$ cat config.mk
export PLATFORM = sky130hd
export DESIGN_NAME = reg_file
export DESIGN_NICKNAME = d
export VERILOG_FILES = /design/src/mips_pkg.sv /design/src/reg_file.sv
export SDC_FILE = /design/constraint.sdc
export NUM_CORES = 2
export LEC_CHECK = 0
export ABC_AREA = 0
export ABC_CLOCK_PERIOD_IN_PS = 5400
export BUFFER_PORTS_ARGS = -buffer_cell sky130_fd_sc_hd__buf_2
export CAP_MARGIN = 20
export CORE_MARGIN = 3
export CORE_UTILIZATION = 55
export CTS_CLUSTER_SIZE = 20
export DETAILED_ROUTE_END_ITERATION = 8
export GPL_TIMING_DRIVEN = 0
export PLACE_DENSITY = 0.69
export SYNTH_ARGS = -nofsm -noshare
export SYNTH_HDL_FRONTEND = slang
export SYNTH_SLANG_ARGS = --single-unit
$ cat constraint.sdc
create_clock -name clk -period 5.4 [get_ports clk]
set_input_delay 0.81 -clock clk [delete_from_list [all_inputs] [get_ports clk]]
set_output_delay 0.81 -clock clk [all_outputs]
set_load 0.01 [all_outputs]
$ cat src/mips_pkg.sv
`default_nettype none

package mips_pkg;

    typedef logic [31:0] word_t;
    typedef logic [4:0]  reg_idx_t;

    localparam int imem_words = 256;
    localparam int dmem_words = 256;

    typedef logic [$clog2(imem_words)-1:0] imem_idx_t;
    typedef logic [$clog2(dmem_words)-1:0] dmem_idx_t;

    localparam logic [5:0] op_special = 6'h00;
    localparam logic [5:0] op_regimm  = 6'h01; // bltz/bgez family, not implemented.
    localparam logic [5:0] op_j       = 6'h02;
    localparam logic [5:0] op_jal     = 6'h03;
    localparam logic [5:0] op_beq     = 6'h04;
    localparam logic [5:0] op_bne     = 6'h05;
    localparam logic [5:0] op_addiu   = 6'h09;
    localparam logic [5:0] op_slti    = 6'h0a;
    localparam logic [5:0] op_andi    = 6'h0c;
    localparam logic [5:0] op_ori     = 6'h0d;
    localparam logic [5:0] op_xori    = 6'h0e;
    localparam logic [5:0] op_lui     = 6'h0f;
    localparam logic [5:0] op_lw      = 6'h23;
    localparam logic [5:0] op_sw      = 6'h2b;

    localparam logic [5:0] fn_sll     = 6'h00;
    localparam logic [5:0] fn_srl     = 6'h02;
    localparam logic [5:0] fn_sra     = 6'h03;
    localparam logic [5:0] fn_jr      = 6'h08;
    localparam logic [5:0] fn_syscall = 6'h0c;
    localparam logic [5:0] fn_addu    = 6'h21;
    localparam logic [5:0] fn_subu    = 6'h23;
    localparam logic [5:0] fn_and     = 6'h24;
    localparam logic [5:0] fn_or      = 6'h25;
    localparam logic [5:0] fn_xor     = 6'h26;
    localparam logic [5:0] fn_nor     = 6'h27;
    localparam logic [5:0] fn_slt     = 6'h2a;
    localparam logic [5:0] fn_sltu    = 6'h2b;

    // Fixed register numbers used by syscall and jal.
    localparam reg_idx_t reg_v0 = 5'd2;
    localparam reg_idx_t reg_a0 = 5'd4;
    localparam reg_idx_t reg_ra = 5'd31;

    localparam word_t sys_print = 32'd1;
    localparam word_t sys_halt  = 32'd10;

    typedef enum logic [3:0] {
        alu_add, alu_sub, alu_and, alu_or, alu_xor, alu_nor,
        alu_slt, alu_sltu, alu_sll, alu_srl, alu_sra, alu_lui
    } alu_op_e;

    typedef enum logic [1:0] {src_reg, src_simm, src_zimm} alu_src_e;
    typedef enum logic [1:0] {dst_rd, dst_rt, dst_ra} dst_sel_e;
    typedef enum logic [1:0] {wb_alu, wb_mem, wb_pc4} wb_sel_e;
    typedef enum logic [2:0] {pc_seq, pc_beq, pc_bne, pc_jump, pc_jr} pc_sel_e;

    typedef struct packed {
        alu_op_e  alu_op;
        alu_src_e alu_src;
        dst_sel_e dst_sel;
        wb_sel_e  wb_sel;
        pc_sel_e  pc_sel;
        logic     reg_we;
        logic     mem_we;
        logic     syscall;
        logic     illegal;
    } ctrl_t;

    typedef struct packed {
        word_t pc;
        word_t pc_4;
        word_t inst;
    } fetch_t;

    typedef struct packed {
        reg_idx_t    rs;
        reg_idx_t    rt;
        reg_idx_t    rd;
        logic [4:0]  shamt;
        logic [15:0] imm16;
        logic [25:0] imm26;
    } fields_t;

endpackage

`default_nettype wire
$ cat src/reg_file.sv
`default_nettype none

module reg_file import mips_pkg::*; (
    input  logic     clk,
    input  logic     arst_n,
    input  logic     we,
    input  reg_idx_t wr_idx,
    input  word_t    wr_data,
    input  reg_idx_t rs_idx,
    input  reg_idx_t rt_idx,
    input  reg_idx_t dbg_idx,
    output word_t    rs_data,
    output word_t    rt_data,
    output word_t    dbg_data,
    output word_t    v0_data,
    output word_t    a0_data
);

    word_t regs [1:31]; // Register 0 is hardwired and has no storage.

    always_ff @(posedge clk or negedge arst_n) begin
        if (!arst_n) begin
            for (int i = 1; i < 32; i++) begin
                regs[i] <= '0;
            end
        end else if (we && wr_idx != '0) begin
            regs[wr_idx] <= wr_data;
        end
    end

    assign rs_data  = (rs_idx == '0) ? '0 : regs[rs_idx];
    assign rt_data  = (rt_idx == '0) ? '0 : regs[rt_idx];
    assign dbg_data = (dbg_idx == '0) ? '0 : regs[dbg_idx];

    // Syscall reads its code and argument straight from these taps.
    assign v0_data = regs[reg_v0];
    assign a0_data = regs[reg_a0];

endmodule

`default_nettype wire

After elaboration in Yosys (flattened, before gate mapping). Cells that the tools add are included. Widths: inputs -> output; s select.

Output and inout port bits: 160. Register bits after elaboration: 992. Word-level logic and storage cells: 61.

Bitwise gates (word level): 4. Multiplexer cells: 15. Magnitude comparators: 5. Reduce and logical (&&, ||, !) cells: 6.

Operator list (count): $bwmux 992 (1); $bmux 32 s5 (3); $mux 32 (10); $demux 32 s5 (1); $ge 6x6->1 const B (4); $not 5->6 (4); $logic_not 5->1 (3); $lt 6x1->1 const B (1); $reduce_bool 5->1 (1); $logic_and 1x1->1 (2).

Logic depth before layout (Yosys ltp).
Word-level depth: 6. Depth in mapped cells: 9.

Worst setup path after synthesis. OpenSTA, ideal clock, no wires.

Path kind: input to output. Start: input port rt_idx[0]. End: output port rt_data[15]. Buffers on the path: 3. Required time: 4590 ps. Arrival time: 2326 ps. Path slack: 2264 ps. Stages: 8. Path through: buf_4 -> buf_2 -> buf_4 -> mux4_2 -> nand2_1 -> nand2_1 -> o211ai_1 -> o21ai_0.

Cells in the longest elaborated chain, start to end: 5. Elaborated cells on any way between the ends: 6. Those cells by class: mux: 4; bitwise: 1; reduce/logical: 1.

RTL lines: from (decl) (line reg_file.sv:10) `input reg_idx_t rt_idx,`; $not 5->6 (not written as such) (line reg_file.sv:32) `assign rt_data = (rt_idx == '0) ? '0 : regs[rt_idx];`; $bmux 32 s5 (line reg_file.sv:32); $mux 32 (not written as such) (2 in a row) (line reg_file.sv:32); $mux 32 (*) (line reg_file.sv:32); to (decl) (line reg_file.sv:13) `output word_t rt_data,`.

Every way passes the cells marked *; elsewhere a longest branch is shown, timed or not. The select of a mux whose other input is x is not followed.

Final worst setup path.
Start: input port rt_idx[3]. End: output port rt_data[28].

Same word-level chain as after synthesis.

==> results_dict.tcl <==
set metrics [dict create \
    slew_headroom 0.126 \
    track_usage 0.445 \
    die_w_um 342 \
    max_clock_freq_ghz 0.181 \
    die_y_um 342 \
    yosys_most_used_dff "dfrtp_1" \
    grt_pass1_vias 46500 \
    synth_edf_count 0 \
    start_util 0.558 \
    root_buffer "clkbuf_16" \
    post_cts_buffers 0 \
    cts_tree "done" \
    run_status "complete, but fails checks" \
    fin_cells 6645 \
    slew_viol_final 0 \
    vdd_drop_max_mv 0.325 \
    drtIter0Drc 7841 \
    power_leakage_nw 29.9 \
    grt_start_max_net_pins 168 \
    std_cell_rows 122 \
    power_w 0.0259 \
    endpoint_kind "primary output" \
    layout_setup_ws_ps -129 \
    synth_warnings 0 \
    grt_overflow 0 \
    cts_sinks 992 \
    min_period_ps 5530 \
    finalHoldViolCount 0 \
    layout_commonest_cell "mux2_2" \
    drive_above_1_share 0.459 \
    gp_congestion 1.03 \
    syn_area_sq_um 62200 \
    viasPerCell 7.22 \
    finalSetupViolCount 9 \
    core_area_sq_um 111000 \
    violations "setup timing" \
    crit_arrival_ps 4720 \
    fin_worst_skew_ps 0 \
    hpwl_um 199000 \
    critPathLaunchType "input pin" \
    drv_cap 0 \
    required_ps 4590 \
    ant_nets 0 \
    wl_um 261000 \
    grt_pass1_wl_um 361000 \
    cts-htree-levels 3 \
    vias 48000 \
    synth_area_leaders "dfrtp_1 40%, mux4_2 21%, mux2_2 20%, mux2i_1 3.5%, nand2_1 2.1%" \
    crit_fanout 10 \
    rsz0062_at_grt "no" \
    nFillCells 8859 \
    antenna_found_initial 19 \
    dr.pass1.iters 6 \
    io_pins 215 \
    yosysTopAreaCell "dfrtp_1" \
    clock_latency_ps 720 \
    syn-instance-count 4712 \
    seq_area_frac_synth 0.399 \
    hold_buffers 0 \
    die_area_sq_um 117000 \
    yosysTopAreaCellShare 0.399 \
    placed_cell_area_sq_um 65400 \
    cts_buffers 112 \
    synth_seq_cells 992 \
    synth_nets 4767 \
    p_per_area_nw_per_um2 373 \
    drc 0 \
    hold_path.class "in2async" \
    synth_area_per_cell_sq_um 13.2 \
    ys_types 40 \
    dp_cells 6417 \
    setup_tns_ps -672 \
    wl_per_cell_um 39.3 \
    numPortBuffers 204 \
    clockBufferDepth 3 \
    clkTransAtPathRegs_ps 60 \
    path_class "in2out" \
    layout_common_cells "1107 x mux2_2, 992 x dfrtp_1, 585 x mux4_2" \
    ctsResizeCount 0 \
    fin_nets 5101 \
    synthArstFlopShare 1.00 \
    synthToLayoutAreaGrowth_pct 11.6 \
    worst_pin_slew_ps 1310 \
    fin_util 0.623 \
    fin_crit_sh 1.02 \
    final_cell_area_sq_um 69400 \
]
power by group:
part | internal, W | switching, W
Sequential | 0.00889 | 0.00163
Clock | 0.00489 | 0.00337
Combinational | 0.00366 | 0.00346
Total | 0.0174 | 0.00846
per-stage QoR:
step / hold WS (ps) / setup slack (ps)
2_1_floorplan: 505 / 2260
6_report: 130 / -129
3_3_place_gp: 517 / -18710
4_1_cts: 171 / 58.4
3_5_place_dp: 532 / 64.7
5_1_grt: 198 / 11.4
Yosys cell counts, types with 15 or more instances:
library cell	number
buf_4	115
nand3_1	69
mux2i_1	215
nor2b_1	101
nand2_1	346
nor2_1	97
buf_2	134
buf_1	99
o211ai_1	69
mux4_2	585
dfrtp_1	992
o32a_1	15
clkbuf_1	219
a221oi_1	90
mux2_2	1107
o21ai_0	79
nor3_1	69
a21oi_1	195
o221ai_1	15
a22oi_1	24
registers in the layout (all words and copies together), names as in the netlist:
register and cells:
a0_data 32, regs 928, v0_data 32
cell type report:
class,instances,area [sq um],share of cell area
multi-input combinational,3142,34500,0.497
sequential,992,24800,0.358
clock buffer,171,3410,0.0491
buffer,576,2840,0.0410
tap,1488,1860,0.0268
timing repair buffer,220,1380,0.0198
clock inverter,37,509,0.00734
antenna,17,42.5,0.000613
inverter,2,11.3,0.000162
worst max-delay path: stages:
cell and delay, ps:
clkbuf_1 740, clkinvlp_4 580, clkbuf_1 610, clkbuf_2 540
a21oi_1 240, a21oi_1 220, o21ai_0 690, buf_2 270
final timing paths:
path / slack [ps] / from / depth (start not counted) / end
hold reg to reg: 550 / regs[170]$_DFFE_PN0P_ / 1 / regs[170]$_DFFE_PN0P_
setup / recovery: -130 / rt_idx[3] / 8 / rt_data[28]
setup reg to reg: 4460 / v0_data[31]$_DFFE_PN0P_ / 1 / v0_data[31]$_DFFE_PN0P_
hold / removal: 130 / arst_n / 1 / regs[39]$_DFFE_PN0P_
min in group clk: 430 / wr_data[7] / 2 / regs[7]$_DFFE_PN0P_
max in group asynchronous: 2890 / arst_n / 4 / regs[785]$_DFFE_PN0P_
layer usage:
metal / part of all wire / vias up / routed length [um] / global-route usage
met5: 0.00019 / - / 49 / 0
met4: 0.063 / 6 / 16500 / 0.240
met3: 0.16 / 682 / 41300 / 0.218
met2: 0.40 / 3679 / 106000 / 0.595
met1: 0.37 / 24900 / 97600 / 0.594
li1: - / 18800 / - / -
cells by family after synthesis:
| group | share of synthesized area |
|---|---|
| muxes | 0.450 |
| AOI/OAI and AO/OA | 0.0545 |
| buffers and inverters | 0.0457 |
| DFF | 0.399 |
| and+or+nand+nor | 0.0509 |
Note: power is estimated with default switching activity, not from simulation.
