==> src/mips_pkg.sv <==
`default_nettype none

package mips_pkg;

    typedef logic [31:0] word_t;
    typedef logic [4:0]  reg_idx_t;

    localparam int imem_words = 256;
    localparam int dmem_words = 256;

    typedef logic [$clog2(imem_words)-1:0] imem_idx_t;
    typedef logic [$clog2(dmem_words)-1:0] dmem_idx_t;

    localparam logic [5:0] op_special = 6'h00;
    localparam logic [5:0] op_regimm  = 6'h01; // bltz/bgez family, not implemented.
    localparam logic [5:0] op_j       = 6'h02;
    localparam logic [5:0] op_jal     = 6'h03;
    localparam logic [5:0] op_beq     = 6'h04;
    localparam logic [5:0] op_bne     = 6'h05;
    localparam logic [5:0] op_addiu   = 6'h09;
    localparam logic [5:0] op_slti    = 6'h0a;
    localparam logic [5:0] op_andi    = 6'h0c;
    localparam logic [5:0] op_ori     = 6'h0d;
    localparam logic [5:0] op_xori    = 6'h0e;
    localparam logic [5:0] op_lui     = 6'h0f;
    localparam logic [5:0] op_lw      = 6'h23;
    localparam logic [5:0] op_sw      = 6'h2b;

    localparam logic [5:0] fn_sll     = 6'h00;
    localparam logic [5:0] fn_srl     = 6'h02;
    localparam logic [5:0] fn_sra     = 6'h03;
    localparam logic [5:0] fn_jr      = 6'h08;
    localparam logic [5:0] fn_syscall = 6'h0c;
    localparam logic [5:0] fn_addu    = 6'h21;
    localparam logic [5:0] fn_subu    = 6'h23;
    localparam logic [5:0] fn_and     = 6'h24;
    localparam logic [5:0] fn_or      = 6'h25;
    localparam logic [5:0] fn_xor     = 6'h26;
    localparam logic [5:0] fn_nor     = 6'h27;
    localparam logic [5:0] fn_slt     = 6'h2a;
    localparam logic [5:0] fn_sltu    = 6'h2b;

    // Fixed register numbers used by syscall and jal.
    localparam reg_idx_t reg_v0 = 5'd2;
    localparam reg_idx_t reg_a0 = 5'd4;
    localparam reg_idx_t reg_ra = 5'd31;

    localparam word_t sys_print = 32'd1;
    localparam word_t sys_halt  = 32'd10;

    typedef enum logic [3:0] {
        alu_add, alu_sub, alu_and, alu_or, alu_xor, alu_nor,
        alu_slt, alu_sltu, alu_sll, alu_srl, alu_sra, alu_lui
    } alu_op_e;

    typedef enum logic [1:0] {src_reg, src_simm, src_zimm} alu_src_e;
    typedef enum logic [1:0] {dst_rd, dst_rt, dst_ra} dst_sel_e;
    typedef enum logic [1:0] {wb_alu, wb_mem, wb_pc4} wb_sel_e;
    typedef enum logic [2:0] {pc_seq, pc_beq, pc_bne, pc_jump, pc_jr} pc_sel_e;

    typedef struct packed {
        alu_op_e  alu_op;
        alu_src_e alu_src;
        dst_sel_e dst_sel;
        wb_sel_e  wb_sel;
        pc_sel_e  pc_sel;
        logic     reg_we;
        logic     mem_we;
        logic     syscall;
        logic     illegal;
    } ctrl_t;

    typedef struct packed {
        word_t pc;
        word_t pc_4;
        word_t inst;
    } fetch_t;

    typedef struct packed {
        reg_idx_t    rs;
        reg_idx_t    rt;
        reg_idx_t    rd;
        logic [4:0]  shamt;
        logic [15:0] imm16;
        logic [25:0] imm26;
    } fields_t;

endpackage

`default_nettype wire
==> src/control_decoder.sv <==
`default_nettype none

module control_decoder import mips_pkg::*; (
    input  word_t   inst,
    output ctrl_t   ctrl,
    output fields_t fields
);

    logic [5:0] opcode;
    logic [5:0] funct;

    assign opcode       = inst[31:26];
    assign funct        = inst[5:0];
    assign fields.rs    = inst[25:21];
    assign fields.rt    = inst[20:16];
    assign fields.rd    = inst[15:11];
    assign fields.shamt = inst[10:6];
    assign fields.imm16 = inst[15:0];
    assign fields.imm26 = inst[25:0];

    always_comb begin
        ctrl.alu_op  = alu_add;
        ctrl.alu_src = src_reg;
        ctrl.dst_sel = dst_rd;
        ctrl.wb_sel  = wb_alu;
        ctrl.pc_sel  = pc_seq;
        ctrl.reg_we  = 1'b0;
        ctrl.mem_we  = 1'b0;
        ctrl.syscall = 1'b0;
        ctrl.illegal = 1'b0;

        case (opcode)
            op_special: begin
                ctrl.reg_we = 1'b1;
                case (funct)
                    fn_addu: ctrl.alu_op = alu_add;
                    fn_subu: ctrl.alu_op = alu_sub;
                    fn_and:  ctrl.alu_op = alu_and;
                    fn_or:   ctrl.alu_op = alu_or;
                    fn_xor:  ctrl.alu_op = alu_xor;
                    fn_nor:  ctrl.alu_op = alu_nor;
                    fn_slt:  ctrl.alu_op = alu_slt;
                    fn_sltu: ctrl.alu_op = alu_sltu;
                    fn_sll:  ctrl.alu_op = alu_sll; // All-zero word lands here as a nop.
                    fn_srl:  ctrl.alu_op = alu_srl;
                    fn_sra:  ctrl.alu_op = alu_sra;
                    fn_jr: begin
                        ctrl.reg_we = 1'b0;
                        ctrl.pc_sel = pc_jr;
                    end
                    fn_syscall: begin
                        ctrl.reg_we  = 1'b0;
                        ctrl.syscall = 1'b1;
                    end
                    default: begin
                        ctrl.reg_we  = 1'b0;
                        ctrl.illegal = 1'b1;
                    end
                endcase
            end
            op_addiu, op_slti, op_andi, op_ori, op_xori, op_lui, op_lw: begin
                ctrl.reg_we  = 1'b1;
                ctrl.dst_sel = dst_rt;
                ctrl.alu_src = src_simm;
                case (opcode)
                    op_slti: ctrl.alu_op = alu_slt;
                    op_andi: ctrl.alu_op = alu_and;
                    op_ori:  ctrl.alu_op = alu_or;
                    op_xori: ctrl.alu_op = alu_xor;
                    op_lui:  ctrl.alu_op = alu_lui;
                    default: ctrl.alu_op = alu_add;
                endcase
                // Logic immediates are zero extended.
                if (opcode inside {op_andi, op_ori, op_xori, op_lui}) begin
                    ctrl.alu_src = src_zimm;
                end
                if (opcode == op_lw) begin
                    ctrl.wb_sel = wb_mem;
                end
            end
            op_sw: begin
                ctrl.alu_src = src_simm;
                ctrl.mem_we  = 1'b1;
            end
            op_beq: ctrl.pc_sel = pc_beq;
            op_bne: ctrl.pc_sel = pc_bne;
            op_j:   ctrl.pc_sel = pc_jump;
            op_jal: begin
                ctrl.pc_sel  = pc_jump;
                ctrl.reg_we  = 1'b1;
                ctrl.dst_sel = dst_ra;
                ctrl.wb_sel  = wb_pc4;
            end
            op_regimm: ctrl.illegal = 1'b1; // No regimm branch is supported.
            default:   ctrl.illegal = 1'b1;
        endcase
    end

    // No instruction both writes a register and stores to memory.
    always_comb begin
        assert final (!(ctrl.reg_we && ctrl.mem_we))
            else $error("register and memory write decoded together");
    end

endmodule

`default_nettype wire

==> config.mk <==
export PLATFORM = sky130hd
export DESIGN_NAME = control_decoder
export DESIGN_NICKNAME = d
export VERILOG_FILES = /design/src/mips_pkg.sv /design/src/control_decoder.sv
export SDC_FILE = /design/constraint.sdc
export NUM_CORES = 1
export LEC_CHECK = 0
export BUFFER_PORTS_ARGS = -buffer_cell sky130_fd_sc_hd__buf_2
export CORE_MARGIN = 4
export CORE_UTILIZATION = 39
export DETAILED_ROUTE_END_ITERATION = 10
export PLACE_DENSITY = 0.95
export SYNTH_ARGS = -nofsm -noshare
export SYNTH_HDL_FRONTEND = slang
export SYNTH_SLANG_ARGS = --single-unit
==> constraint.sdc <==
create_clock -name vclk -period 5.4
set_clock_uncertainty 0.2 [all_clocks]
set_input_delay 1.62 -clock vclk [all_inputs]
set_output_delay 1.62 -clock vclk [all_outputs]
set_load 0.005 [all_outputs]
==> After elaboration in Yosys (flattened, before gate mapping) <==
Cells that the tools add are included.
W data, S select, Z words.
{ "op_classes": {"eq_ne": 24, "muxes": 16, "reduce_logical": 9} }
{ "op_table": {"columns": ["op", "count"], "rows": [
  ["$eq A6 B6 Y1 const B", 10],
  ["$eq A6 B4 Y1 const B", 8],
  ["$pmux W4 S10", 1],
  ["$eq A6 B2 Y1 const B", 4],
  ["$pmux W4 S5", 1],
  ["$pmux W4 S2", 2],
  ["$reduce_or A13 Y1", 1],
  ["$eq A6 B3 Y1 const B", 2],
  ["$logic_not A6 Y1", 2],
  ["$pmux W3 S4", 1],
  ["$reduce_or A12 Y1", 1],
  ["$reduce_or A11 Y1", 1],
  ["$reduce_or A8 Y1", 1],
  ["$reduce_or A7 Y1", 1],
  ["$mux W1", 6],
  ["$pmux W1 S2", 2],
  ["$pmux W2 S2", 1],
  ["$reduce_bool A4 Y1", 1],
  ["$mux W3", 1],
  ["$mux W2", 1],
  ["$reduce_or A2 Y1", 1]
]} }
{ "totals": {"ff_bits": 0, "inputBits": 32} }

==> Depth between registers and ports, before layout <==
Gate-level depths: netlist of run 1.
{ "depth": {"depth_word": 4, "mapped_depth": 5, "ltp_nobuf": 4} }

==> Worst setup path before layout of run 1 <==
Ideal clock, no wire load.
{ "synth_timing": {"kind": "input to output", "start": "input port inst[3]", "end": "output port ctrl[0] (netlist bit)", "t_arrival_ps": 2454, "setup_slack_ps": 1126, "stages": 5, "path_buffers": 1, "path_cell_list": "buf_6 > or3_1 > o221ai_1 > nand2_2 > a31o_1"} }
{ "synth_lines": {"columns": ["element", "line_no", "source"], "rows": [
  ["from (decl)", "control_decoder.sv:4", "input word_t inst,"],
  ["to (decl)", "control_decoder.sv:5", "output ctrl_t ctrl,"]
]} }

==> results of run 1 <==
-- power breakdown --
part	leakage [nW]	internal (W)	switching (W)
sequential	0	0	0
combinational	0.363	0.0000186	0.0000247
clock	0	0	0
-- logic make-up after synthesis --
logic type	count (synthesis)
AND/OR/NAND/NOR	36
multiplexers	2
buffers and inverters	76
AO/OA/AOI/OAI	26
XOR/XNOR	2
-- worst max-delay path by stage --
stage                to  slack [ns]  depth (start not counted)
5_1_grt        ctrl[15]        0.71                          6
3_5_place_dp   ctrl[15]        0.86                          6
6_report       ctrl[15]        0.85                          6
4_1_cts        ctrl[15]        0.84                          6
3_3_place_gp   ctrl[15]        0.85                          6
2_1_floorplan   ctrl[0]        1.13                          5
-- synth_stat cells, drive strengths merged (2+ instances only) --
library cell  number
nor3               4
nand2              6
and3               3
a32o               2
inv                4
o21ai              5
xor2               2
buf               71
nor3b              3
nor2               7
nor2b              4
a21oi              7
a41o               2
nor4               3
-- per-stage QoR --
step	hold WS [ns]	power, W	utilization, %	cells	area [um2]
floorplan	3.12	0.0000661	-	142	992
global placement	3.04	0.0000429	28.3	141	694
detailed placement	3.04	0.0000436	28.3	141	694
CTS	3.04	0.0000438	28.3	141	694
global route	3.04	0.0000486	28.3	141	694
finish	3.04	0.0000433	28.3	141	694
-- routing by layer --
layer / GRT usage (%) / vias to the layer above / share of wire, %
met5: 0 / - / 0
met2: 14.4 / 34 / 45
met3: 3.07 / 25 / 12
met1: 11.4 / 311 / 37
met4: 5.96 / 0 / 6.2
li1: - / 359 / -
-- area by class of cell --
type	instances	area, um2	share of cell area [%]
inverter	4	15.0	2.16
timing repair buffer	41	205	29.5
multi-input combinational	66	437	62.9
tap	30	37.5	5.41
==> metrics.txt, run 1 <==
die width=between 50 and 60 um; worst hold path endpoint=fields[17]; clock buffers=0; leading area contributor after synthesis=buf_4; Slew Limit Fails=0; RSZ-0062 raised after global routing=no; crit path max fanout=12; crit start category=input port; Seq Cell Count=0; largest net degree at the start of global routing=15; Ant. Diodes=0; Vias/cell=around 5.2; Hold Path Depth=0; crit path capture type=output port; Avg Inst Size Synth=between 6 and 7 um2; Post-layout nets=~150; synth top area cells=buf_4 50%, a21oi_1 3.5%, nor2b_1 2.5%; antenna-violating nets left=0; compound-gate portion of the synthesized area=between 10% and 20%; routed len/inst=13.1 um; # rows=18; register area share after synthesis=0%; Min-Delay Path Class=in2out; total die area=3420 um2; arrival time worst endpoint=approximately 2.7 ns; DRT iter0 DRCs=24; Pwr Density=around 62 nW/um2; maxcap violations=0; crit share post-route=84.2%; Adder-Cell Fraction of Synth Area=0%; FF/Latch Area=0 um2; main combinational cell family by area after synthesis=buffers and inverters; fill cell count=280; final hold viol count=0; dpl hpwl=roughly 1500 um; CP most frequent cell=buf_2; largest delay contributor family on the critical path=simple AND/OR/NAND/NOR gates; DRC Markers=0; commonest non-fill, non-tap cells in the layout=41 x buf_2, 7 x a21oi_1, 5 x nor2_1, 5 x nand2_1; io pins=between 100 and 150; I/O Buffers=roughly 40; CP max stage cell=nand3_1; initial cell density of the core=~40%; Post-CTS Setup Inserts=0; Final Worst Setup Slack=roughly 0.85 ns; Synth Warn #=0; Synth Area in XOR/XNOR=under 10%; min-delay src=inst[17]; Tmin final=around 4.5 ns; Worst slew margin=67.9%; Setup violations, final=0; worst path bufs/invs=2; setup TNS=0 ns; Synth cell types=41; syn nets=roughly 170; Total GRT Usage=roughly a tenth; Post-Synthesis Cells=142; total vias in the final route=between 700 and 800; initial antenna violation count=0; vias in the first global route=625; Synth top area share=49.9%; Critical path origin=inst[28]; Worst VDD drop=0.0191 mV; CP max stage delay=between 0.2 and 0.25 ns; Total Wirelength=around 1900 um; GR Overflow Total=0; synthesized cell area=approximately 1000 um2; GPL Wtd Cong=0.838; pre-CTS worst setup slack=~0.86 ns; Die Ht=approximately 58 um; Layout Area Growth over Synthesis=-30.0%; mux cell area share after synthesis=under 10%; commonest non-fill, non-tap cell in the layout=buf_2; Core ar.=2450 um2; cts repair resizes=0; cts hold-fix bufs=0; P_leak=~0.36 nW; Critical Path RT=between 3 and 4 ns; first-pass GRT wire length=around 2800 um; Initial DRT Pass Iterations=4; simple-gate share of the synthesized area=a little over a fifth; outcome=completed; CP Cell Sequence=buf_2 > nor2_1 > nand3_1 > nor2_2 > a41o_1 > buf_2; layout cells sized above 1=43.2%; worst slew pin tran=approximately 0.47 ns; Crit Path Class=in2out; f_max=between 0.2 and 0.25 GHz
Power figures use the tool's default switching activity.
==> run 2, diff against run 1 <==
CORE_UTILIZATION = 36   (was 39)
PLACE_DENSITY = 0.9   (was 0.95)
clock period = 4.3 ns   (was 5.4 ns; I/O delays follow)
==> run 2 against run 1 <==
Sequential share of layout area stayed put. Setup slack worse by 0.44 ns. Cell area stayed put. Total power is 26% higher. Critical path depth stayed put. Die area is 7.2% higher. Wire length is 2.8% lower. Critical path type unchanged. Critical endpoint unchanged. Largest cell class unchanged.
==> metrics.txt, run 2 (synthesis results as in run 1) <==
crit start category=input port; Total GRT Usage=under 10%; CP max stage cell=nor2_1; Crit. path cell count=6; CP Cell Sequence=buf_2 > nor2_1 > nand3_1 > nor2_2 > a41o_1 > buf_2; fill cell count=313; Post-CTS Setup Inserts=0; Slew Limit Fails=0; die width=60.5 um; arrival time worst endpoint=2.40 ns; GR Overflow Total=0; Pwr Density=about 79 nW/um2; CP most frequent cell=buf_2; crit path capture type=output port; worst slew pin tran=roughly 0.44 ns; largest delay contributor family on the critical path=simple AND/OR/NAND/NOR gates; Setup violations, final=0; DRC Markers=0; Tmin final=between 3 and 4 ns; Total Wirelength=between 1500 and 2000 um; I/O Buffers=41; Design Power=around 0.000055 W; commonest non-fill, non-tap cells in the layout=41 x buf_2, 7 x a21oi_1, 5 x nor2_1, 5 x nand2_1; P_leak=around 0.36 nW; clock buffers=0; Initial DRT Pass Iterations=4; Crit Path Class=in2out; layout cells sized above 1=43.2%; # rows=18; Post-Route Utilization=27.3%; Min-Delay Path Class=in2out; Vias/cell=between 5 and 6; cts hold-fix bufs=0; Ant. Diodes=0; worst path bufs/invs=2; crit path max fanout=12; Worst slew margin=a little over two thirds; RSZ-0062 raised after global routing=no; cts repair resizes=0; Die Ht=~61 um; CP max stage delay=0.22 ns; FF/Latch Area=0 um2; final hold viol count=0; routed len/inst=between 10 and 15 um; DRT iter0 DRCs=16; total vias in the final route=~720; Core ar.=between 2000 and 3000 um2; Critical Path RT=2.81 ns; maxcap violations=0; antenna-violating nets left=0; f_max=0.257 GHz; total die area=between 3000 and 4000 um2; GPL Wtd Cong=between 0.8 and 0.9; io pins=111; commonest non-fill, non-tap cell in the layout=buf_2; crit share post-route=90.5%; Seq Cell Count=0; Worst VDD drop=around 0.028 mV; Hold Path Depth=0; outcome=completed; dpl hpwl=1440 um; vias in the first global route=~620; initial cell density of the core=about two fifths; Layout Area Growth over Synthesis=-30.0%; first-pass GRT wire length=2720 um; setup TNS=0 ns; Post-layout nets=approximately 150; largest net degree at the start of global routing=15; initial antenna violation count=0
run 2: cell counts in the layout (fill, tap and decap cells not counted):
No cell type changed its count.
run 2: metal layers:
layer  vias to the layer above  GRT usage (%)  share of wire [%]
met1                       326           10.9                 39
met4                         0           1.55               0.28
met2                        28           14.7                 46
met5                         -              0                  0
met3                         2           4.68                 15
li1                        360              -                  -
run 2: where the power goes:
| group | switching, W | total [W] | internal (W) |
|---|---|---|---|
| clock network | 0 | 0 | 0 |
| logic | 0.0000314 | 0.0000548 | 0.0000234 |
| registers | 0 | 0 | 0 |
| total | 0.0000314 | 0.0000548 | 0.0000234 |
run 2: path summary, 6_finish.rpt:
path	slack, ns	startpoint	endpoint
hold / removal	2.38	inst[11]	fields[11]
setup / recovery	0.41	inst[28]	ctrl[15]
run 2: final cells by class:
class | instances | area, um2 | area share, %
Timing Repair Buffer | 41 | 205 | 29.5
Multi-Input combinational cell | 66 | 437 | 62.9
Tap cell | 30 | 37.5 | 5.41
Inverter | 4 | 15.0 | 2.16
run 2: stage by stage:
stage | cells | hold slack [ns] | setup slack [ns] | area [um2]
6_report | 141 | 2.38 | 0.407 | 694
5_1_grt | 141 | 2.38 | 0.249 | 694
4_1_cts | 141 | 2.38 | 0.391 | 694
3_5_place_dp | 141 | 2.38 | 0.407 | 694
3_3_place_gp | 141 | 2.38 | 0.424 | 694
2_1_floorplan | 142 | 2.46 | 0.686 | 992
